## config.mk

```make
export PLATFORM = sky130hd
export DESIGN_NAME = strm_gen_top
export DESIGN_NICKNAME = d
export VERILOG_FILES = /design/src/logic/strm_types_pkg.sv /design/src/logic/strm_regs_pkg.sv /design/src/logic/strm_stream_if.sv /design/src/logic/strm_ctrl.sv /design/src/logic/strm_reservoir_src.sv /design/src/logic/strm_realigner.sv /design/src/logic/strm_signature.sv /design/src/logic/strm_gen_top.sv
export VERILOG_INCLUDE_DIRS = /design/src /design/src/logic
export SDC_FILE = /design/constraint.sdc
export NUM_CORES = 1
export LEC_CHECK = 0
export BUFFER_PORTS_ARGS = -buffer_cell sky130_fd_sc_hd__buf_2
export CORE_MARGIN = 1
export CORE_UTILIZATION = 46
export DETAILED_ROUTE_END_ITERATION = 12
export REMOVE_ABC_BUFFERS = 1
export SLEW_MARGIN = 20
export SYNTH_ARGS = -nofsm -noshare
export SYNTH_HDL_FRONTEND = slang
export SYNTH_SLANG_ARGS = --single-unit
```

## constraint.sdc

```tcl
create_clock -name clk_i -period 6.4 [get_ports clk_i]
set_input_delay 1.28 -clock clk_i [delete_from_list [all_inputs] [get_ports clk_i]]
set_output_delay 1.28 -clock clk_i [all_outputs]
set_load 0.01 [all_outputs]
```

## src/logic/strm_consts.svh

```systemverilog
// ~~~~~~~~~~~~~~~~~~~~~~~~~~~~~~~~~~~~~~~~~~~~~~~~~~~~~~~~~~~~
// widths, LFSR constants and AXI4-Lite response codes for the
// stream pattern engine; include where a macro is needed
// ~~~~~~~~~~~~~~~~~~~~~~~~~~~~~~~~~~~~~~~~~~~~~~~~~~~~~~~~~~~~

`ifndef STRM_CONSTS_SVH
`define STRM_CONSTS_SVH

// stream word
`define STRM_DATA_W 32
`define STRM_STRB_W 4 // one strobe bit per byte

// galois LFSR, shift right, xor taps when lsb falls out
`define STRM_LFSR_POLY 32'h8020_0003
`define STRM_SEED_RST 32'h1 // seed after reset, never zero

// AXI4-Lite register bus
`define AXIL_ADDR_W 5
`define AXIL_RESP_OKAY 2'b00
`define AXIL_RESP_SLVERR 2'b10

`endif

```

## src/logic/strm_types_pkg.sv

```systemverilog
// ~~~~~~~~~~~~~~~~~~~~~~~~~~~~~~~~~~~~~~~~~~~~~~~~~~~~~~~~~~~~
// stream-side types used by the datapath blocks and the top
// level, referenced as strm_types_pkg::name
// ~~~~~~~~~~~~~~~~~~~~~~~~~~~~~~~~~~~~~~~~~~~~~~~~~~~~~~~~~~~~

`include "strm_consts.svh"

package strm_types_pkg;

  // byte strobe of one stream word, bit i enables byte i
  typedef logic [`STRM_STRB_W-1:0] strb_t;

  // number of low bytes dropped on the first beat of a packet
  // 0 keeps the whole word, 3 keeps only the top byte
  typedef logic [1:0] rot_t;

  // bubble pattern, one bit per cycle
  // 1 means no new beat that cycle unless forced
  typedef logic [7:0] stall_mask_t;

endpackage

```

## src/logic/strm_regs_pkg.sv

```systemverilog
// ~~~~~~~~~~~~~~~~~~~~~~~~~~~~~~~~~~~~~~~~~~~~~~~~~~~~~~~~~~~~
// register map of the AXI4-Lite slave and the layout of the
// CTRL and PKT words as seen by software
// ~~~~~~~~~~~~~~~~~~~~~~~~~~~~~~~~~~~~~~~~~~~~~~~~~~~~~~~~~~~~

`include "strm_consts.svh"

package strm_regs_pkg;

  // byte offsets, word aligned
  typedef enum logic [`AXIL_ADDR_W-1:0] {
    REG_CTRL  = 5'h00, // control bits
    REG_SEED  = 5'h04, // LFSR seed used on reseed
    REG_STALL = 5'h08, // bubble mask
    REG_PKT   = 5'h0C, // packet length and rotation
    REG_BEATS = 5'h10, // accepted beat count, read only
    REG_SIG   = 5'h14  // rotate-xor signature, read only
  } reg_addr_e;

  // CTRL word, bit 0 upward
  typedef struct packed {
    logic [27:0] rsvd;          // reads as zero
    logic        reseed;        // self clearing
    logic        force_invalid; // blocks new beats
    logic        force_valid;   // ignores the stall mask
    logic        enable;
  } ctrl_cfg_t;

  // PKT word
  typedef struct packed {
    logic [13:0]         rsvd;
    strm_types_pkg::rot_t rot; // bits 17:16
    logic [15:0]         len;  // beats per packet, 0 acts as 1
  } pkt_cfg_t;

endpackage

```

## src/logic/strm_stream_if.sv

```systemverilog
// ~~~~~~~~~~~~~~~~~~~~~~~~~~~~~~~~~~~~~~~~~~~~~~~~~~~~~~~~~~~~
// valid/ready stream with byte strobes; a beat moves on a
// clock edge with valid and ready both high
// ~~~~~~~~~~~~~~~~~~~~~~~~~~~~~~~~~~~~~~~~~~~~~~~~~~~~~~~~~~~~

`timescale 1ns/1ns

`include "strm_consts.svh"

interface strm_stream_if;

  logic [`STRM_DATA_W-1:0] data;
  strm_types_pkg::strb_t   strb;
  logic                    valid;
  logic                    ready;

  // producer side, holds valid and data until accepted
  modport source (
    output data, strb, valid,
    input  ready
  );

  modport sink (
    input  data, strb, valid,
    output ready
  );

  // passive observer
  modport monitor (
    input data, strb, valid, ready
  );

endinterface

```

## src/logic/strm_ctrl.sv

```systemverilog
// ~~~~~~~~~~~~~~~~~~~~~~~~~~~~~~~~~~~~~~~~~~~~~~~~~~~~~~~~~~~~
// AXI4-Lite slave with the engine's register file; drives the
// datapath configuration and reads back beat count and signature
// ~~~~~~~~~~~~~~~~~~~~~~~~~~~~~~~~~~~~~~~~~~~~~~~~~~~~~~~~~~~~

`timescale 1ns/1ns

`include "strm_consts.svh"

module strm_ctrl (
  input  logic                              clk_i,
  input  logic                              rst_n_i,
  input  logic [`AXIL_ADDR_W-1:0]           s_axil_awaddr_i,
  input  logic                              s_axil_awvalid_i,
  output logic                              s_axil_awready_o,
  input  logic [31:0]                       s_axil_wdata_i,
  input  logic [3:0]                        s_axil_wstrb_i,
  input  logic                              s_axil_wvalid_i,
  output logic                              s_axil_wready_o,
  output logic [1:0]                        s_axil_bresp_o,
  output logic                              s_axil_bvalid_o,
  input  logic                              s_axil_bready_i,
  input  logic [`AXIL_ADDR_W-1:0]           s_axil_araddr_i,
  input  logic                              s_axil_arvalid_i,
  output logic                              s_axil_arready_o,
  output logic [31:0]                       s_axil_rdata_o,
  output logic [1:0]                        s_axil_rresp_o,
  output logic                              s_axil_rvalid_o,
  input  logic                              s_axil_rready_i,
  output strm_regs_pkg::ctrl_cfg_t          ctrl_o,
  output logic [31:0]                       seed_o,
  output strm_types_pkg::stall_mask_t       stall_mask_o,
  output strm_regs_pkg::pkt_cfg_t           pkt_o,
  input  logic [31:0]                       beats_i,
  input  logic [31:0]                       sig_i
);

  // byte-wise merge of a write into the old register word
  function automatic logic [31:0] merge_strb(input logic [31:0] old_w,
                                             input logic [31:0] new_w,
                                             input logic [3:0]  strb);
    logic [31:0] res;
    res = old_w;
    for (int b = 0; b < 4; b++) begin
      if (strb[b]) res[b*8 +: 8] = new_w[b*8 +: 8];
    end
    return res;
  endfunction

  strm_regs_pkg::ctrl_cfg_t    ctrl_q;
  logic [31:0]                 seed_q;
  strm_types_pkg::stall_mask_t stall_q;
  strm_regs_pkg::pkt_cfg_t     pkt_q;

  // write channel capture, aw and w may come in either order
  logic [`AXIL_ADDR_W-1:0] awaddr_q;
  logic [31:0]             wdata_q;
  logic [3:0]              wstrb_q;
  logic                    aw_got_q, w_got_q;
  logic                    bvalid_q, rvalid_q;
  logic [1:0]              bresp_q, rresp_q;
  logic [31:0]             rdata_q;

  logic                    aw_hs, w_hs, ar_hs;
  logic                    aw_have, w_have, do_wr;
  logic [`AXIL_ADDR_W-1:0] wr_addr;
  logic [31:0]             wr_data;
  logic [3:0]              wr_strb;
  logic [31:0]             rd_word;
  logic                    rd_err;

  strm_regs_pkg::ctrl_cfg_t ctrl_wr; // CTRL after the byte merge
  strm_regs_pkg::pkt_cfg_t  pkt_wr;  // PKT after the byte merge

  // a captured address waits for its data instead of being overwritten
  assign s_axil_awready_o = ~bvalid_q & ~aw_got_q;
  assign s_axil_wready_o  = ~bvalid_q & ~w_got_q;
  assign s_axil_arready_o = ~rvalid_q;

  assign aw_hs = s_axil_awvalid_i & s_axil_awready_o;
  assign w_hs  = s_axil_wvalid_i & s_axil_wready_o;
  assign ar_hs = s_axil_arvalid_i & s_axil_arready_o;

  assign aw_have = aw_got_q | aw_hs;
  assign w_have  = w_got_q | w_hs;
  assign do_wr   = aw_have & w_have; // both halves present this edge

  assign wr_addr = aw_got_q ? awaddr_q : s_axil_awaddr_i;
  assign wr_data = w_got_q ? wdata_q : s_axil_wdata_i;
  assign wr_strb = w_got_q ? wstrb_q : s_axil_wstrb_i;

  assign ctrl_wr = merge_strb(ctrl_q, wr_data, wr_strb);
  assign pkt_wr  = merge_strb(pkt_q, wr_data, wr_strb);

  always_ff @(posedge clk_i) begin
    if (!rst_n_i) begin
      aw_got_q <= 1'b0;
      w_got_q  <= 1'b0;
      bvalid_q <= 1'b0;
      bresp_q  <= `AXIL_RESP_OKAY;
      ctrl_q   <= '0;
      seed_q   <= `STRM_SEED_RST;
      stall_q  <= '0;
      pkt_q    <= '0;
    end else begin
      ctrl_q.reseed <= 1'b0; // one-cycle pulse
      if (aw_hs) awaddr_q <= s_axil_awaddr_i;
      if (w_hs) begin
        wdata_q <= s_axil_wdata_i;
        wstrb_q <= s_axil_wstrb_i;
      end
      if (do_wr) begin
        aw_got_q <= 1'b0;
        w_got_q  <= 1'b0;
        bvalid_q <= 1'b1;
        bresp_q  <= `AXIL_RESP_OKAY;
        case (wr_addr)
          strm_regs_pkg::REG_CTRL: begin
            ctrl_q.enable        <= ctrl_wr.enable;
            ctrl_q.force_valid   <= ctrl_wr.force_valid;
            ctrl_q.force_invalid <= ctrl_wr.force_invalid;
            ctrl_q.reseed        <= ctrl_wr.reseed;
          end
          strm_regs_pkg::REG_SEED:  seed_q <= merge_strb(seed_q, wr_data, wr_strb);
          strm_regs_pkg::REG_STALL: stall_q <= wr_strb[0] ? wr_data[7:0] : stall_q;
          strm_regs_pkg::REG_PKT: begin
            pkt_q.len <= pkt_wr.len;
            pkt_q.rot <= pkt_wr.rot;
          end
          default: bresp_q <= `AXIL_RESP_SLVERR; // BEATS, SIG, holes
        endcase
      end else begin
        if (aw_hs) aw_got_q <= 1'b1;
        if (w_hs) w_got_q <= 1'b1;
        if (bvalid_q && s_axil_bready_i) bvalid_q <= 1'b0;
      end
    end
  end

  // read mux, sampled on the ar handshake
  always_comb begin
    rd_word = '0;
    rd_err  = 1'b0;
    case (s_axil_araddr_i)
      strm_regs_pkg::REG_CTRL:  rd_word = ctrl_q;
      strm_regs_pkg::REG_SEED:  rd_word = seed_q;
      strm_regs_pkg::REG_STALL: rd_word = {24'd0, stall_q};
      strm_regs_pkg::REG_PKT:   rd_word = pkt_q;
      strm_regs_pkg::REG_BEATS: rd_word = beats_i;
      strm_regs_pkg::REG_SIG:   rd_word = sig_i;
      default:                  rd_err  = 1'b1;
    endcase
  end

  always_ff @(posedge clk_i) begin
    if (!rst_n_i) begin
      rvalid_q <= 1'b0;
      rresp_q  <= `AXIL_RESP_OKAY;
    end else if (ar_hs) begin
      rvalid_q <= 1'b1;
      rdata_q  <= rd_word;
      rresp_q  <= rd_err ? `AXIL_RESP_SLVERR : `AXIL_RESP_OKAY;
    end else if (rvalid_q && s_axil_rready_i) begin
      rvalid_q <= 1'b0;
    end
  end

  assign s_axil_bvalid_o = bvalid_q;
  assign s_axil_bresp_o  = bresp_q;
  assign s_axil_rvalid_o = rvalid_q;
  assign s_axil_rdata_o  = rdata_q;
  assign s_axil_rresp_o  = rresp_q;

  assign ctrl_o       = ctrl_q;
  assign seed_o       = seed_q;
  assign stall_mask_o = stall_q;
  assign pkt_o        = pkt_q;

  // responses are held until the master takes them
  a_bvalid_hold: assert property (@(posedge clk_i) disable iff (!rst_n_i)
    (s_axil_bvalid_o && !s_axil_bready_i) |=> s_axil_bvalid_o);
  a_rvalid_hold: assert property (@(posedge clk_i) disable iff (!rst_n_i)
    (s_axil_rvalid_o && !s_axil_rready_i) |=> s_axil_rvalid_o && $stable(s_axil_rdata_o));

endmodule

```

## src/logic/strm_reservoir_src.sv

```systemverilog
// ~~~~~~~~~~~~~~~~~~~~~~~~~~~~~~~~~~~~~~~~~~~~~~~~~~~~~~~~~~~~
// pseudo-random beat source; a galois LFSR feeds one output
// register, a rotating mask and two force bits shape the flow
// ~~~~~~~~~~~~~~~~~~~~~~~~~~~~~~~~~~~~~~~~~~~~~~~~~~~~~~~~~~~~

`timescale 1ns/1ns

`include "strm_consts.svh"

module strm_reservoir_src (
  input  logic                        clk_i,
  input  logic                        rst_n_i,
  input  strm_regs_pkg::ctrl_cfg_t    ctrl_i,
  input  logic [31:0]                 seed_i,
  input  strm_types_pkg::stall_mask_t stall_mask_i,
  strm_stream_if.source               src_o
);

  // one step: shift right, fold taps in when a 1 drops out
  function automatic logic [`STRM_DATA_W-1:0] lfsr_step(input logic [`STRM_DATA_W-1:0] s);
    logic [`STRM_DATA_W-1:0] n;
    n = s >> 1;
    if (s[0]) n = n ^ `STRM_LFSR_POLY;
    return n;
  endfunction

  logic [`STRM_DATA_W-1:0] lfsr_q;  // next word to send
  logic [`STRM_DATA_W-1:0] data_q;
  logic                    valid_q;
  logic [2:0]              phase_q; // mask rotation, bit phase_q is current
  logic                    stall_bit;
  logic                    blocked;
  logic                    can_load;

  assign stall_bit = stall_mask_i[phase_q];
  assign blocked   = ~ctrl_i.enable | ctrl_i.force_invalid |
                     (stall_bit & ~ctrl_i.force_valid);
  assign can_load  = ~valid_q | src_o.ready; // empty or beat leaving

  always_ff @(posedge clk_i) begin
    if (!rst_n_i) begin
      lfsr_q  <= `STRM_SEED_RST;
      valid_q <= 1'b0;
      phase_q <= '0;
    end else if (ctrl_i.reseed) begin
      lfsr_q  <= seed_i; // seed goes out first
      valid_q <= 1'b0;   // pending beat dropped
      phase_q <= '0;
    end else begin
      if (ctrl_i.enable) phase_q <= phase_q + 3'd1; // rotate right by one
      if (can_load) begin
        if (!blocked) begin
          valid_q <= 1'b1;
          data_q  <= lfsr_q;
          lfsr_q  <= lfsr_step(lfsr_q); // advance only on load
        end else begin
          valid_q <= 1'b0; // bubble
        end
      end
    end
  end

  assign src_o.data  = data_q;
  assign src_o.valid = valid_q;
  assign src_o.strb  = '1; // realigner trims it

  // a stalled beat stays put unless a reseed flushes it
  a_hold_under_stall: assert property (@(posedge clk_i) disable iff (!rst_n_i)
    (src_o.valid && !src_o.ready && !ctrl_i.reseed) |=> src_o.valid && $stable(src_o.data));

endmodule

```

## src/logic/strm_realigner.sv

```systemverilog
// ~~~~~~~~~~~~~~~~~~~~~~~~~~~~~~~~~~~~~~~~~~~~~~~~~~~~~~~~~~~~
// zero-latency strobe realigner; counts beats per packet and
// drops the low bytes of each packet's first beat
// ~~~~~~~~~~~~~~~~~~~~~~~~~~~~~~~~~~~~~~~~~~~~~~~~~~~~~~~~~~~~

`timescale 1ns/1ns

`include "strm_consts.svh"

module strm_realigner (
  input  logic                    clk_i,
  input  logic                    rst_n_i,
  input  strm_regs_pkg::pkt_cfg_t pkt_i,
  input  logic                    reseed_i,
  strm_stream_if.sink             in_s,
  strm_stream_if.source           out_s
);

  logic [15:0]           cnt_q;   // beat index inside packet
  logic [15:0]           len_eff;
  logic                  xfer;
  logic                  last_beat;
  strm_types_pkg::strb_t head_mask;

  assign len_eff   = (pkt_i.len == 16'd0) ? 16'd1 : pkt_i.len;
  assign last_beat = (cnt_q >= len_eff - 16'd1); // also catches a shrunk len
  assign xfer      = in_s.valid & out_s.ready;

  // ones above the rotation, e.g. rot 2 -> 4'b1100
  assign head_mask = strm_types_pkg::strb_t'({`STRM_STRB_W{1'b1}} << pkt_i.rot);

  always_ff @(posedge clk_i) begin
    if (!rst_n_i || reseed_i) begin
      cnt_q <= '0;
    end else if (xfer) begin
      cnt_q <= last_beat ? 16'd0 : cnt_q + 16'd1;
    end
  end

  // straight through apart from the strobe
  assign out_s.data  = in_s.data;
  assign out_s.valid = in_s.valid;
  assign in_s.ready  = out_s.ready;
  assign out_s.strb  = (cnt_q == 16'd0) ? (in_s.strb & head_mask) : in_s.strb;

endmodule

```

## src/logic/strm_signature.sv

```systemverilog
// ~~~~~~~~~~~~~~~~~~~~~~~~~~~~~~~~~~~~~~~~~~~~~~~~~~~~~~~~~~~~
// passive stream observer; counts accepted beats and folds
// their data into a rotate-xor signature for software
// ~~~~~~~~~~~~~~~~~~~~~~~~~~~~~~~~~~~~~~~~~~~~~~~~~~~~~~~~~~~~

`timescale 1ns/1ns

module strm_signature (
  input  logic          clk_i,
  input  logic          rst_n_i,
  input  logic          reseed_i,
  strm_stream_if.monitor mon_s,
  output logic [31:0]   beats_o,
  output logic [31:0]   sig_o
);

  logic [31:0] beats_q;
  logic [31:0] sig_q;
  logic        xfer;

  assign xfer = mon_s.valid & mon_s.ready;

  always_ff @(posedge clk_i) begin
    if (!rst_n_i || reseed_i) begin
      beats_q <= '0;
      sig_q   <= '0;
    end else if (xfer) begin
      beats_q <= beats_q + 32'd1;
      sig_q   <= {sig_q[30:0], sig_q[31]} ^ mon_s.data; // rotl 1, then xor
    end
  end

  // visible to a read on the next cycle
  assign beats_o = beats_q;
  assign sig_o   = sig_q;

endmodule

```

## src/logic/strm_gen_top.sv

```systemverilog
// ~~~~~~~~~~~~~~~~~~~~~~~~~~~~~~~~~~~~~~~~~~~~~~~~~~~~~~~~~~~~
// stream test-pattern engine top; AXI4-Lite in, one stream out,
// with source, realigner and signature behind the register file
// ~~~~~~~~~~~~~~~~~~~~~~~~~~~~~~~~~~~~~~~~~~~~~~~~~~~~~~~~~~~~

`timescale 1ns/1ns

`include "strm_consts.svh"

module strm_gen_top (
  input  logic                    clk_i,
  input  logic                    rst_n_i,
  input  logic [`AXIL_ADDR_W-1:0] s_axil_awaddr_i,
  input  logic                    s_axil_awvalid_i,
  output logic                    s_axil_awready_o,
  input  logic [31:0]             s_axil_wdata_i,
  input  logic [3:0]              s_axil_wstrb_i,
  input  logic                    s_axil_wvalid_i,
  output logic                    s_axil_wready_o,
  output logic [1:0]              s_axil_bresp_o,
  output logic                    s_axil_bvalid_o,
  input  logic                    s_axil_bready_i,
  input  logic [`AXIL_ADDR_W-1:0] s_axil_araddr_i,
  input  logic                    s_axil_arvalid_i,
  output logic                    s_axil_arready_o,
  output logic [31:0]             s_axil_rdata_o,
  output logic [1:0]              s_axil_rresp_o,
  output logic                    s_axil_rvalid_o,
  input  logic                    s_axil_rready_i,
  output logic [`STRM_DATA_W-1:0] strm_data_o,
  output strm_types_pkg::strb_t   strm_strb_o,
  output logic                    strm_valid_o,
  input  logic                    strm_ready_i
);

  strm_regs_pkg::ctrl_cfg_t    ctrl;
  strm_regs_pkg::pkt_cfg_t     pkt;
  strm_types_pkg::stall_mask_t stall_mask;
  logic [31:0]                 seed;
  logic [31:0]                 beats;
  logic [31:0]                 sig;

  strm_stream_if src_s (); // source -> realigner
  strm_stream_if out_s (); // realigner -> pins

  strm_ctrl u_ctrl (
    .clk_i, .rst_n_i,
    .s_axil_awaddr_i, .s_axil_awvalid_i, .s_axil_awready_o,
    .s_axil_wdata_i, .s_axil_wstrb_i, .s_axil_wvalid_i, .s_axil_wready_o,
    .s_axil_bresp_o, .s_axil_bvalid_o, .s_axil_bready_i,
    .s_axil_araddr_i, .s_axil_arvalid_i, .s_axil_arready_o,
    .s_axil_rdata_o, .s_axil_rresp_o, .s_axil_rvalid_o, .s_axil_rready_i,
    .ctrl_o(ctrl), .seed_o(seed), .stall_mask_o(stall_mask), .pkt_o(pkt),
    .beats_i(beats), .sig_i(sig)
  );

  strm_reservoir_src u_src (
    .clk_i, .rst_n_i,
    .ctrl_i(ctrl), .seed_i(seed), .stall_mask_i(stall_mask),
    .src_o(src_s.source)
  );

  strm_realigner u_realign (
    .clk_i, .rst_n_i,
    .pkt_i(pkt), .reseed_i(ctrl.reseed),
    .in_s(src_s.sink), .out_s(out_s.source)
  );

  strm_signature u_sig (
    .clk_i, .rst_n_i,
    .reseed_i(ctrl.reseed), .mon_s(out_s.monitor),
    .beats_o(beats), .sig_o(sig)
  );

  // stream pins
  assign strm_data_o  = out_s.data;
  assign strm_strb_o  = out_s.strb;
  assign strm_valid_o = out_s.valid;
  assign out_s.ready  = strm_ready_i;

endmodule

```

Word-level counts from Yosys, hierarchy flattened
Index checks and enable logic that the tools add are counted.
{ "op_classes": {"add_sub_neg": 4, "magnitude_cmp": 2, "n_eq_ne": 9, "shift": 1, "muxes": 20, "n_bitwise": 25, "reduce_logical": 30} }
{ "ops": {"columns": ["operator", "n"], "rows": [
  ["one-hot mux 32 bit (6 select lines)", 1],
  ["2-to-1 mux 32 bit", 5],
  ["adder 32 x 1 -> 32 bit (second input constant)", 1],
  ["zero test 16 bit", 2],
  ["2-to-1 mux 16 bit", 2],
  ["bitwise XOR 32 bit", 1],
  ["AND reduction 3 bit", 10],
  ["equality test 5 x 4 -> 1 bit (second input constant)", 4],
  ["adder 16 x 1 -> 16 bit (second input constant)", 1],
  ["greater-or-equal comparator 16 bit", 1],
  ["subtractor 16 x 1 -> 16 bit (second input constant)", 1],
  ["equality test 5 x 3 -> 1 bit (second input constant)", 2],
  ["equality test 5 bit (second input constant)", 2],
  ["zero test 5 bit", 2],
  ["NOT 1 bit", 10],
  ["bitwise AND 1 bit", 8],
  ["2-to-1 mux 4 bit", 2],
  ["AND reduction 2 bit", 4],
  ["2-to-1 mux 1 bit", 6],
  ["nonzero test 2 bit", 3],
  ["OR reduction 6 bit", 1],
  ["2-to-1 mux 5 bit", 1],
  ["bitwise OR 1 bit", 5],
  ["less-than comparator 3 x 4 -> 1 bit (second input constant)", 1],
  ["other kinds (12)", 15]
]} }
{ "word_totals": {"ff_bits": 291} }

Depth between registers and ports, before layout
Gate-level depths: netlist (run 1).
{ "depth": {"word_depth": 7, "mapped_depth": 17, "depth_no_buf": 16} }

Hierarchy
From an unflattened synthesis (run 1), not the netlist that was laid out.
{ "unflattened": {"cells_unflattened": 1275, "area_unflattened_um2": 13551.7} }
{ "modules_own_cells": {"columns": ["module", "n_inst", "cells_per_inst", "area_per_inst_um2"], "rows": [
  ["strm_ctrl", 1, 551, 6348.6],
  ["strm_signature", 1, 320, 2864.0],
  ["strm_reservoir_src", 1, 191, 2646.3],
  ["strm_realigner", 1, 213, 1692.9]
]} }

Worst setup path before layout (run 1)
OpenSTA, ideal clock, no wires.
{ "synth_timing": {"path_type": "input -> register", "start": "input port rst_n_i", "end": "register u_ctrl.wdata_q[0] (enable)", "setup_ns": 0.532, "arrival_time_ns": 5.316, "required_time_ns": 5.868, "setup_slack_ns": 0.552, "path_stages": 3, "n_path_buf": 1, "path_cell_list": "inv_1 > clkbuf_1 > nor4b_1"} }
{ "synth_between": {"elab_chain_cells": 1} }
{ "synth_rtl": {"columns": ["item", "line", "rtl"], "rows": [
  ["start, declared", "strm_gen_top.sv:12", "input logic rst_n_i,"],
  ["AND reduction 2 bit (no line)", null, null],
  ["end signal, assigned", "strm_ctrl.sv:109", "wdata_q <= s_axil_wdata_i;"],
  ["end, declared", "strm_ctrl.sv:57", "logic [31:0] wdata_q;"]
]} }
No other way between the ends.
A chain may end at the register's enable or synchronous reset.

Final worst setup path (run 1)
{ "layout_timing": {"start": "register u_ctrl.pkt_q (netlist bit u_ctrl.pkt_o[3])", "end": "register u_realign.cnt_q[12]"} }
{ "layout_between": {"elab_chain_cells": 5} }
{ "layout_rtl": {"columns": ["item", "line", "rtl"], "rows": [
  ["start, declared", "strm_ctrl.sv:53", "strm_regs_pkg::pkt_cfg_t pkt_q;"],
  ["zero test 16 bit", "strm_realigner.sv:25", "assign len_eff = (pkt_i.len == 16'd0) ? 16'd1 : pkt_i.len;"],
  ["2-to-1 mux 16 bit (*)", "strm_realigner.sv:25", null],
  ["subtractor 16 x 1 -> 16 bit (*)", "strm_realigner.sv:26", "assign last_beat = (cnt_q >= len_eff - 16'd1);"],
  ["greater-or-equal comparator 16 bit (*)", "strm_realigner.sv:26", null],
  ["2-to-1 mux 16 bit (*)", "strm_realigner.sv:36", "cnt_q <= last_beat ? 16'd0 : cnt_q + 16'd1;"],
  ["end signal, assigned", "strm_realigner.sv:36", null],
  ["end, declared", "strm_realigner.sv:19", "logic [15:0] cnt_q;"]
]} }
Every way passes the cells marked *; elsewhere a longest branch is shown, timed or not.

==> out/qor.yml, run 1 <==
status: "finished clean"
ys_types: 55
critPathMaxStageDelay_ps: 600
first_pass_iters: 5
clock_skew_ps: 8.58
drc: 0
wl_mm: 30.8
slew_headroom_pct: 26.6
r2r_start: "u_ctrl.pkt_o[3]$_SDFFE_PN0P_"
die_area_um2: 28000
synth_cells: 1179
ir_drop_mv: 0.210
cp_slowest_cell: "a21oi_2"
layout-drive-gt1-share_pct: 16.1
async_flop_share_pct: 0
wl_per_cell_um: 18.7
grt.total_usage_pct: 21.9
fin_crit_ps: 3750
reg2reg_slack_ps: 2650
core_um2: 26900
cp-startpoint: "u_ctrl.pkt_o[3]$_SDFFE_PN0P_"
arrival_ps: 4170
path_buf_inv: 0
cts_resized: 0
ys_top_cells_by_count: "nor2_1 (190), dfxtp_1 (184), edfxtp_1 (105)"
worst_r2r_path_depth: 15
ys_seq_area_share_pct: 54.4
num-nets-final: 1358
max_freq_mhz: 267
slew_violations: 0
synth_top_area_share_pct: 29.3
drt-initial-drc-count: 698
hold_path_class: "register to register"
crit_family: "simple AND/OR/NAND/NOR gates"
timing.rr.end: "u_realign.cnt_q[12]$_SDFFE_PP0P_"
cts-root-buf: "clkbuf_16"
criticalPathCategory: "register to register"
tightest_slew_ps: 1100
synth_area_leaders: "dfxtp_1 (29%), edfxtp_1 (25%), mux2i_1 (7.3%), nor2_1 (5.7%), a211oi_1 (5.3%)"
crit_end: "u_realign.cnt_q[12]$_SDFFE_PP0P_"
die_h_um: 167
power.density_cell_area_nw_per_um2: 272
synth_edf_count: 105
grt_setup_unrepaired: "no"
leakage_nw: 5.38
cts_setup_buffers: 0
cts_hold_buf: 0
clkSlewWorstSetupHoldPaths_ps: 60
hpwlAfterDp_mm: 22.4
synth_ff_type: "dfxtp_1"
crit_fanout: 16
route.antenna.remaining_nets: 0
setup_viol: 0
start_kind: "register"
chipWidth_um: 167
initial_core_util_pct: 46.8
synth_most_common_cell: "nor2_1"
cts_made_buffers: 31
synth.avg_cell_area_um2: 10.7
finalPower_mw: 3.94
overflow: 0
synth_top_area_cell: "dfxtp_1"
min_period_over_period_pct: 58.6
rows: 60
area_growth_pct: 15.1
clock_latency_ps: 560
clkSinkCount: 289
ys_seq_elements: 289
numPortBuffers: 128
tns_ps: 0
crit_cells: 15
max-cap-violations: 0
yosys_warnings: 0
antenna_found_initial: 0
fill_cells: 2434
grt_first_pass_wirelength_mm: 47.7
critical_path.cell_chain: "or3_1 -> or2_1 -> nor2b_1 -> a31oi_1 -> ha_1 -> nand2b_1 -> or3_1 -> nor3_1 -> xnor2_1 -> ha_1 -> nand4_1 -> nor3_1 -> a41oi_1 -> a21oi_2 -> nor2_1"
htreeDepth: 1
grt_max_degree: 77
num_vias: 8995
clk_path_buf_depth: 3
cts_tree: "built"
diodes: 0
place_congestion: 0.826
vias_per_cell: 5.45
syn_area_um2: 12600
hold_viol: 0
endpoint_kind: "register"
required_ps: 6820
ios: 132
grt_pass1_vias: 8201
-- per-stage QoR --
step / utilization [%] / setup slack [ps] / hold slack, ps / area (µm²) / std cells
final: 53.8 / 2650 / 455 / 14500 / 1649
after global placement: 50.0 / 2340 / 443 / 13400 / 1591
after detailed placement: 50.0 / 2610 / 444 / 13400 / 1591
after global routing: 53.8 / 2270 / 474 / 14500 / 1649
after CTS: 53.8 / 2580 / 456 / 14500 / 1649
after floorplan: - / 103 / 429 / 12300 / 1111
-- worst register-to-register path, delay by kind of cell, from the launching register on --
kind	cells	cell delay, ps
AOI/OAI and AO/OA	3	840
xor gates and xnor gates	1	130
adders and majority gates	2	540
DFF	1	360
and+or+nand+nor	9	1750
-- state kept, by name (all words and copies together), names as in the netlist, 3 cells and up --
name                   count
u_realign.cnt_q           16
u_ctrl.stall_mask_o        8
u_src.phase_q              3
u_sig.sig_o               32
u_ctrl.awaddr_q            5
u_sig.beats_o             32
u_ctrl.pkt_o              18
u_ctrl.wstrb_q             4
u_ctrl.wdata_q            32
u_src.lfsr_q              32
u_ctrl.s_axil_rdata_o     32
u_ctrl.seed_o             32
u_src.src_o.data          32
u_ctrl.ctrl_o              4
-- cell type report --
| cell class | instances | area, µm² | share of cell area [%] |
|---|---|---|---|
| multi-input combinational | 811 | 5430 | 37.5 |
| sequential | 289 | 6840 | 47.3 |
| timing repair buffer | 139 | 723 | 5.00 |
| inverter | 11 | 41.3 | 0.285 |
| clock buffer | 40 | 830 | 5.73 |
| tap | 341 | 427 | 2.95 |
| clock inverter | 18 | 179 | 1.24 |
-- report_power, final --
part | switching, mW | total, mW | internal [mW]
sequential | 0.0225 | 1.95 | 1.93
combinational | 0.144 | 0.223 | 0.0793
clock | 0.729 | 1.76 | 1.04
-- cells in the final DEF (no fill, tap or decap), types with 31 or more instances in the layout --
cell type and n:
mux2i_1 92, xor2_1 35, nand2_1 44, dfxtp_1 183
o21ai_0 40, buf_2 128, xnor2_1 55, a22o_1 31
a21oi_1 48, edfxtp_1 105, clkbuf_16 31, a211oi_1 88
nor2_1 188
-- worst min path at each step --
stage / start / to / slack (ps) / depth (start not counted)
2_1_floorplan: u_src.lfsr_q[21]$_SDFFE_PN0P_ / u_src.src_o.data[21]$_DFFE_PP_ / 430 / 0
3_3_place_gp: u_src.lfsr_q[31]$_SDFFE_PN0P_ / u_src.src_o.data[31]$_DFFE_PP_ / 440 / 0
3_5_place_dp: u_src.lfsr_q[1]$_SDFFE_PN0P_ / u_src.src_o.data[1]$_DFFE_PP_ / 440 / 0
4_1_cts: u_src.lfsr_q[1]$_SDFFE_PN0P_ / u_src.src_o.data[1]$_DFFE_PP_ / 460 / 0
5_1_grt: u_src.lfsr_q[13]$_SDFFE_PN0P_ / u_src.src_o.data[13]$_DFFE_PP_ / 470 / 0
6_report: u_src.lfsr_q[1]$_SDFFE_PN0P_ / u_src.src_o.data[1]$_DFFE_PP_ / 450 / 0
-- layer usage --
layer  routed length, µm  GRT usage (%)  share of wire [%]
met1               15500           33.5                 50
met2               13200           32.6                 43
met3                1400           2.81                4.5
met4                 655           5.27                2.1
met5                   0              0                  0
-- cell families (layout without fill, tap and decap cells) --
logic type / Yosys count / in the layout / synth area share, %
AO/OA/AOI/OAI: 247 / 247 / 13.6
AND/OR/NAND/NOR: 354 / 354 / 13.0
XOR/XNOR: 90 / 90 / 6.27
buffers and inverters: 80 / 208 / 2.71
other: 2 / 3 / 0.0597
flip-flops: 289 / 289 / 54.4
multiplexers: 96 / 96 / 7.80
adder cells (fa/ha/maj): 21 / 21 / 2.09
Power figures use the tool's default switching activity.
==> run 2: changes to the inputs <==
ABC_AREA = 1   (was unset)
PLACE_DENSITY = 0.67   (was unset)
clock period = 3.45 ns   (was 6.4 ns; I/O delays follow)
==> run 2 against run 1 <==
Compared with the run above:
- die area grew 6.3%
- sequential power up 86%
- largest cell class unchanged
- cell area increased by 6.4%
- sequential cell count stayed put
- global-route usage increased by 2.8 points
==> out/qor.yml, run 2 <==
first_pass_iters: 5
ys_top_cells_by_count: "nand2_1 (332), nor2_1 (222), dfxtp_1 (184)"
regArea_um2: 6840
vias_per_cell: 5.30
yosys_warnings: 0
hold_path_class: "input pin to register"
cpMostUsedCell: "nand2_1"
cts_resized: 0
clkSinkCount: 289
layout-drive-gt1-share_pct: 14.1
initial_core_util_pct: 46.7
grt_max_degree: 76
ios: 132
synth_area_leaders: "dfxtp_1 (28%), edfxtp_1 (24%), nand2_1 (9.3%), nor2_1 (6.2%), o21ai_0 (4.6%)"
cts_setup_buffers: 0
diodes: 0
grt.total_usage_pct: 24.7
cts-root-buf: "clkbuf_16"
grt_first_pass_wirelength_mm: 56.7
power.density_cell_area_nw_per_um2: 480
chipWidth_um: 172
slew_headroom_pct: 34.0
area_growth_pct: 15.2
ys_seq_area_share_pct: 51.1
setup_viol: 0
synth_cells: 1605
p_int_mw: 5.66
synth_most_common_cell: "nand2_1"
grt_setup_unrepaired: "no"
pwr-share-comb_pct: 6.2
synth_edf_count: 105
endpoint_kind: "register"
htreeDepth: 1
clkSlewWorstSetupHoldPaths_ps: 60
wl_per_cell_um: 17.1
critical_path.cell_chain: "inv_1 -> nand2_1 -> nor4_2 -> nand2_1 -> nand2_1 -> inv_1 -> ha_1 -> nand3_1 -> inv_1 -> nand2_1 -> inv_1 -> nand4_1 -> xor2_1 -> inv_1 -> ha_1 -> nand4_1 -> a21oi_1 -> nor2_1 -> nand2_1 -> nand2_1 -> nand2_1 -> buf_6 -> nor2_1"
fill_cells: 2654
drt-initial-drc-count: 744
critPathMaxStageDelay_ps: 320
final_cell_mix: "nand2_1 (331), nor2_1 (218), dfxtp_1 (182)"
leakage_nw: 5.77
synth.avg_cell_area_um2: 8.33
cts_hold_buf: 0
swShare_pct: 23.4
numPortBuffers: 128
overflow: 0
min_period_over_period_pct: 91.7
crit_fanout: 16
synth_top_area_cell: "dfxtp_1"
clock_skew_ps: 23.1
num_vias: 11300
ys_types: 47
ir_drop_mv: 0.329
antenna_found_initial: 0
finalPower_mw: 7.39
criticalPathCategory: "register to register"
hpwlAfterDp_mm: 25.6
p_switching_mw: 1.73
multi_input_area_um2: 5690
max_freq_mhz: 316
place_congestion: 0.901
status: "finished clean"
cts_tree: "built"
p_seq_share_pct: 48.9
pwr-share-clk_pct: 44.9
syn_area_um2: 13400
final_common_cell: "nand2_1"
synth_top_area_share_pct: 27.6
route.antenna.remaining_nets: 0
cp_slowest_cell: "dfxtp_1"
drc: 0
cts_made_buffers: 31
fin_crit_ps: 3160
ys_seq_elements: 289
synth_ff_type: "dfxtp_1"
grt_pass1_vias: 10600
required_ps: 3900
hold_viol: 0
die_h_um: 172
post-route-util_pct: 53.8
wl_mm: 36.3
die_area_um2: 29700
arrival_ps: 3620
slew_violations: 0
max-cap-violations: 0
core_um2: 28600
start_kind: "register"
rows: 62
tightest_slew_ps: 989
num-nets-final: 1793
clk_path_buf_depth: 3
async_flop_share_pct: 0
clock_latency_ps: 580
-- run 2: changes by cell type in the layout (fill, tap and decap cells not counted), sizes merged, moves of 73 or more --
cell,delta
a21oi,+73
nand2,+294
mux2i,-75
inv,+137
a211oi,-77
o21ai,+80
-- run 2: critical path: cells and delay by family, from the launching register on --
| family | cells | cell delay, ps |
|---|---|---|
| AND/OR/NAND/NOR | 13 | 1320 |
| buffers and inverters | 6 | 590 |
| adder cells (fa/ha/maj) | 2 | 510 |
| flip-flops | 1 | 320 |
| XOR/XNOR | 1 | 180 |
| AO/OA/AOI/OAI | 1 | 130 |
-- run 2: worst paths after layout --
path | from | endpoint | slack (ps) | cells past startpoint
worst max-delay path | u_ctrl.pkt_o[13]$_SDFFE_PN0P_ | u_realign.cnt_q[13]$_SDFFE_PP0P_ | 290 | 23
worst min-delay path | s_axil_wdata_i[23] | u_ctrl.wdata_q[23]$_DFFE_PP_ | 300 | 1
worst max register to register | u_ctrl.pkt_o[13]$_SDFFE_PN0P_ | u_realign.cnt_q[13]$_SDFFE_PP0P_ | 290 | 23
worst min register to register | u_src.lfsr_q[28]$_SDFFE_PN0P_ | u_src.src_o.data[28]$_DFFE_PP_ | 450 | 0
-- run 2: area by class of cell --
| type | instances | share of cell area (%) |
|---|---|---|
| Timing Repair Buffer | 147 | 5.32 |
| Inverter | 150 | 3.66 |
| Sequential cell | 289 | 44.4 |
| Multi-Input combinational cell | 1099 | 37.0 |
| Tap cell | 384 | 3.12 |
| Clock buffer | 43 | 5.46 |
| Clock inverter | 15 | 1.09 |
-- run 2: logic make-up (layout without fill, tap and decap cells) --
group / after synthesis / in the layout / synth area share (%)
and+or+nand+nor: 684 / 684 / 21.5
adders and majority gates: 21 / 21 / 1.97
xor gates and xnor gates: 59 / 59 / 3.87
buffers and inverters: 218 / 355 / 6.60
other: 2 / 3 / 0.0562
AOI/OAI and AO/OA: 315 / 315 / 13.6
muxes: 17 / 17 / 1.27
DFF: 289 / 289 / 51.1
-- run 2: layer usage --
layer | up-vias | part of all wire [%] | track usage (%)
met5 | - | 0 | 0
met4 | 0 | 2.7 | 8.23
met3 | 65 | 5.9 | 3.89
met2 | 317 | 45 | 39.9
met1 | 5319 | 47 | 33.7
li1 | 5575 | - | -
-- run 2: power groups by stage --
stage / clock (mW) / combinational [mW] / sequential [mW]
global placement: 0 / 0.444 / 3.69
finish: 3.32 / 0.456 / 3.62
detailed placement: 0 / 0.450 / 3.69
floorplan: 0 / 0.261 / 3.70
global route: 3.51 / 0.510 / 3.62
CTS: 3.37 / 0.453 / 3.62
-- run 2: metrics by stage --
| stage | worst slack (ps) | hold WS [ps] | setup TNS (ps) | instance area [µm²] | instances |
|---|---|---|---|---|---|
| 2_1_floorplan | -1630 | 426 | -90240 | 13100 | 1538 |
| 3_3_place_gp | 261 | 433 | 0 | 14400 | 2068 |
| 3_5_place_dp | 189 | 437 | 0 | 14400 | 2068 |
| 4_1_cts | 176 | 276 | 0 | 15400 | 2126 |
| 5_1_grt | 8.11 | 283 | 0 | 15400 | 2127 |
| 6_report | 286 | 296 | 0 | 15400 | 2127 |
==> run 3: changes to the inputs <==
PLACE_DENSITY = 0.77   (was 0.67)
==> run 3 against run 2 <==
Compared with the run above:
- the flow now finishes with violations (DRC)
- die area unchanged
- hold slack improved by 25 ps
- power increased by 1.7%
- first-iteration DRC count increased by 34%
- non-clock buffer count increased by 3
- clock skew decreased by 11 ps
- via count increased by 1.3%
- sequential power about the same
- core utilization increased by 0.28 points
- count of clock-buffer cells in the layout decreased by 3
- critical path type unchanged
- largest cell class unchanged
- highest routed layer unchanged
==> out/qor.yml, run 3 (synthesis gave the netlist of run 2 again) <==
status: "finished with violations"
failed_checks: "DRC"
initial_core_util_pct: 46.7
grt_max_degree: 76
num-nets-final: 1796
finalPower_mw: 7.52
max-cap-violations: 0
dpl_cell_area_um2: 14400
arrival_ps: 3500
post-route-util_pct: 54.1
endpoint_kind: "register"
chipWidth_um: 172
wl_mm: 36.2
core_um2: 28600
clock_latency_ps: 560
ir_drop_mv: 0.319
dp_worst_setup_slack_ps: 195
fin_crit_ps: 3050
cp_slowest_cell: "dfxtp_1"
hp-start: "s_axil_awaddr_i[1]"
ios: 132
r2r_start: "u_ctrl.pkt_o[9]$_SDFFE_PN0P_"
max_freq_mhz: 328
leakage_nw: 5.81
clkSinkCount: 289
final_cell_mix: "nand2_1 (329), nor2_1 (217), dfxtp_1 (182)"
slew_headroom_pct: 35.4
die_area_um2: 29700
grt_setup_unrepaired: "no"
wl_per_cell_um: 17.0
holdWs_ps: 322
cts_tree: "built"
clk_path_buf_depth: 3
hold_path_class: "input pin to register"
overflow: 0
layout-drive-gt1-share_pct: 14.7
cts-root-buf: "clkbuf_16"
grt.total_usage_pct: 24.4
fill_cells: 2593
min_period_over_period_pct: 88.3
hpwlAfterDp_mm: 25.7
hold_depth: 1
rows: 62
setup_viol: 0
htreeDepth: 1
place_congestion: 0.946
numPortBuffers: 128
route.antenna.remaining_nets: 0
worst_r2r_path_depth: 23
first_pass_iters: 9
critPathMaxStageDelay_ps: 360
criticalPathCategory: "register to register"
cts_hold_buf: 0
tns_ps: 0
dp_cells: 2071
vias_per_cell: 5.36
fin_cells: 2130
required_ps: 3900
clock_skew_ps: 12.2
tightest_slew_ps: 967
cp-startpoint: "u_ctrl.pkt_o[9]$_SDFFE_PN0P_"
die_h_um: 172
slew_violations: 0
cpMostUsedCell: "nand2_1"
setup_slack_ps: 403
power.density_cell_area_nw_per_um2: 485
antenna_found_initial: 1
drt-initial-drc-count: 996
final_common_cell: "nand2_1"
grt_pass1_vias: 10700
crit_fanout: 16
grt_first_pass_wirelength_mm: 56.4
critical_path.cell_chain: "nor2_2 -> nand2_2 -> nor4_4 -> nand2_2 -> nand2_1 -> inv_1 -> ha_2 -> nand3_2 -> inv_1 -> nand2_1 -> inv_1 -> nand4_1 -> xor2_1 -> inv_1 -> ha_1 -> nand4_1 -> a21oi_1 -> nor2_1 -> nand2_1 -> nand2_1 -> nand2_1 -> buf_12 -> nor2_1"
hold_viol: 0
start_kind: "register"
stdcell_area_um2: 15500
drc: 2
num_vias: 11400
clkSlewWorstSetupHoldPaths_ps: 70
cts_made_buffers: 31
area_growth_pct: 15.8
[run 3: changes by cell type in the layout (fill, tap and decap cells not counted), moves of 2 or more]
cell,delta
buf_4,+4
clkinvlp_4,+2
nand2_2,+2
clkbuf_1,-5
nand2_1,-2
[run 3: routing by layer]
metal  up-vias  global-route usage, %  part of all wire [%]
met3        67                   3.80                   6.4
met1      5403                   33.0                    44
li1       5584                      -                     -
met4         0                   7.89                   2.8
met5         -                      0                     0
met2       363                   40.0                    46
[run 3: report_power, final]
group,total (mW),switching [mW],internal [mW]
Clock,3.44,1.39,2.05
Combinational,0.456,0.308,0.148
Sequential,3.62,0.0328,3.58
[run 3: critical path, delay by kind of cell, from the launching register on]
family | cells | cell delay (ps)
adders and majority gates | 2 | 480
buffers and inverters | 5 | 400
DFF | 1 | 360
AOI/OAI and AO/OA | 1 | 150
and+or+nand+nor | 14 | 1370
xor gates and xnor gates | 1 | 150
[run 3: area by class of cell]
cell class / instances / area (µm²) / area share (%)
Sequential cell: 289 / 6840 / 44.2
Multi-Input combinational cell: 1099 / 5720 / 36.9
Clock buffer: 40 / 861 / 5.56
Timing Repair Buffer: 150 / 831 / 5.37
Inverter: 150 / 563 / 3.64
Tap cell: 384 / 480 / 3.10
Clock inverter: 17 / 191 / 1.24
Antenna cell: 1 / 2.50 / 0.0162
[run 3: worst paths after layout]
check                                    endpoint  slack, ps
hold reg to reg    u_src.src_o.data[29]$_DFFE_PP_        460
hold / removal       u_ctrl.awaddr_q[1]$_DFFE_PP_        320
setup / recovery  u_realign.cnt_q[0]$_SDFFE_PP0P_        400
setup reg to reg  u_realign.cnt_q[0]$_SDFFE_PP0P_        400
[run 3: timing repair]
action / CTS / global route
buffers inserted: 0 / 1
gates resized for setup: 0 / 8
endpoints found under the setup margin: 0 / 16
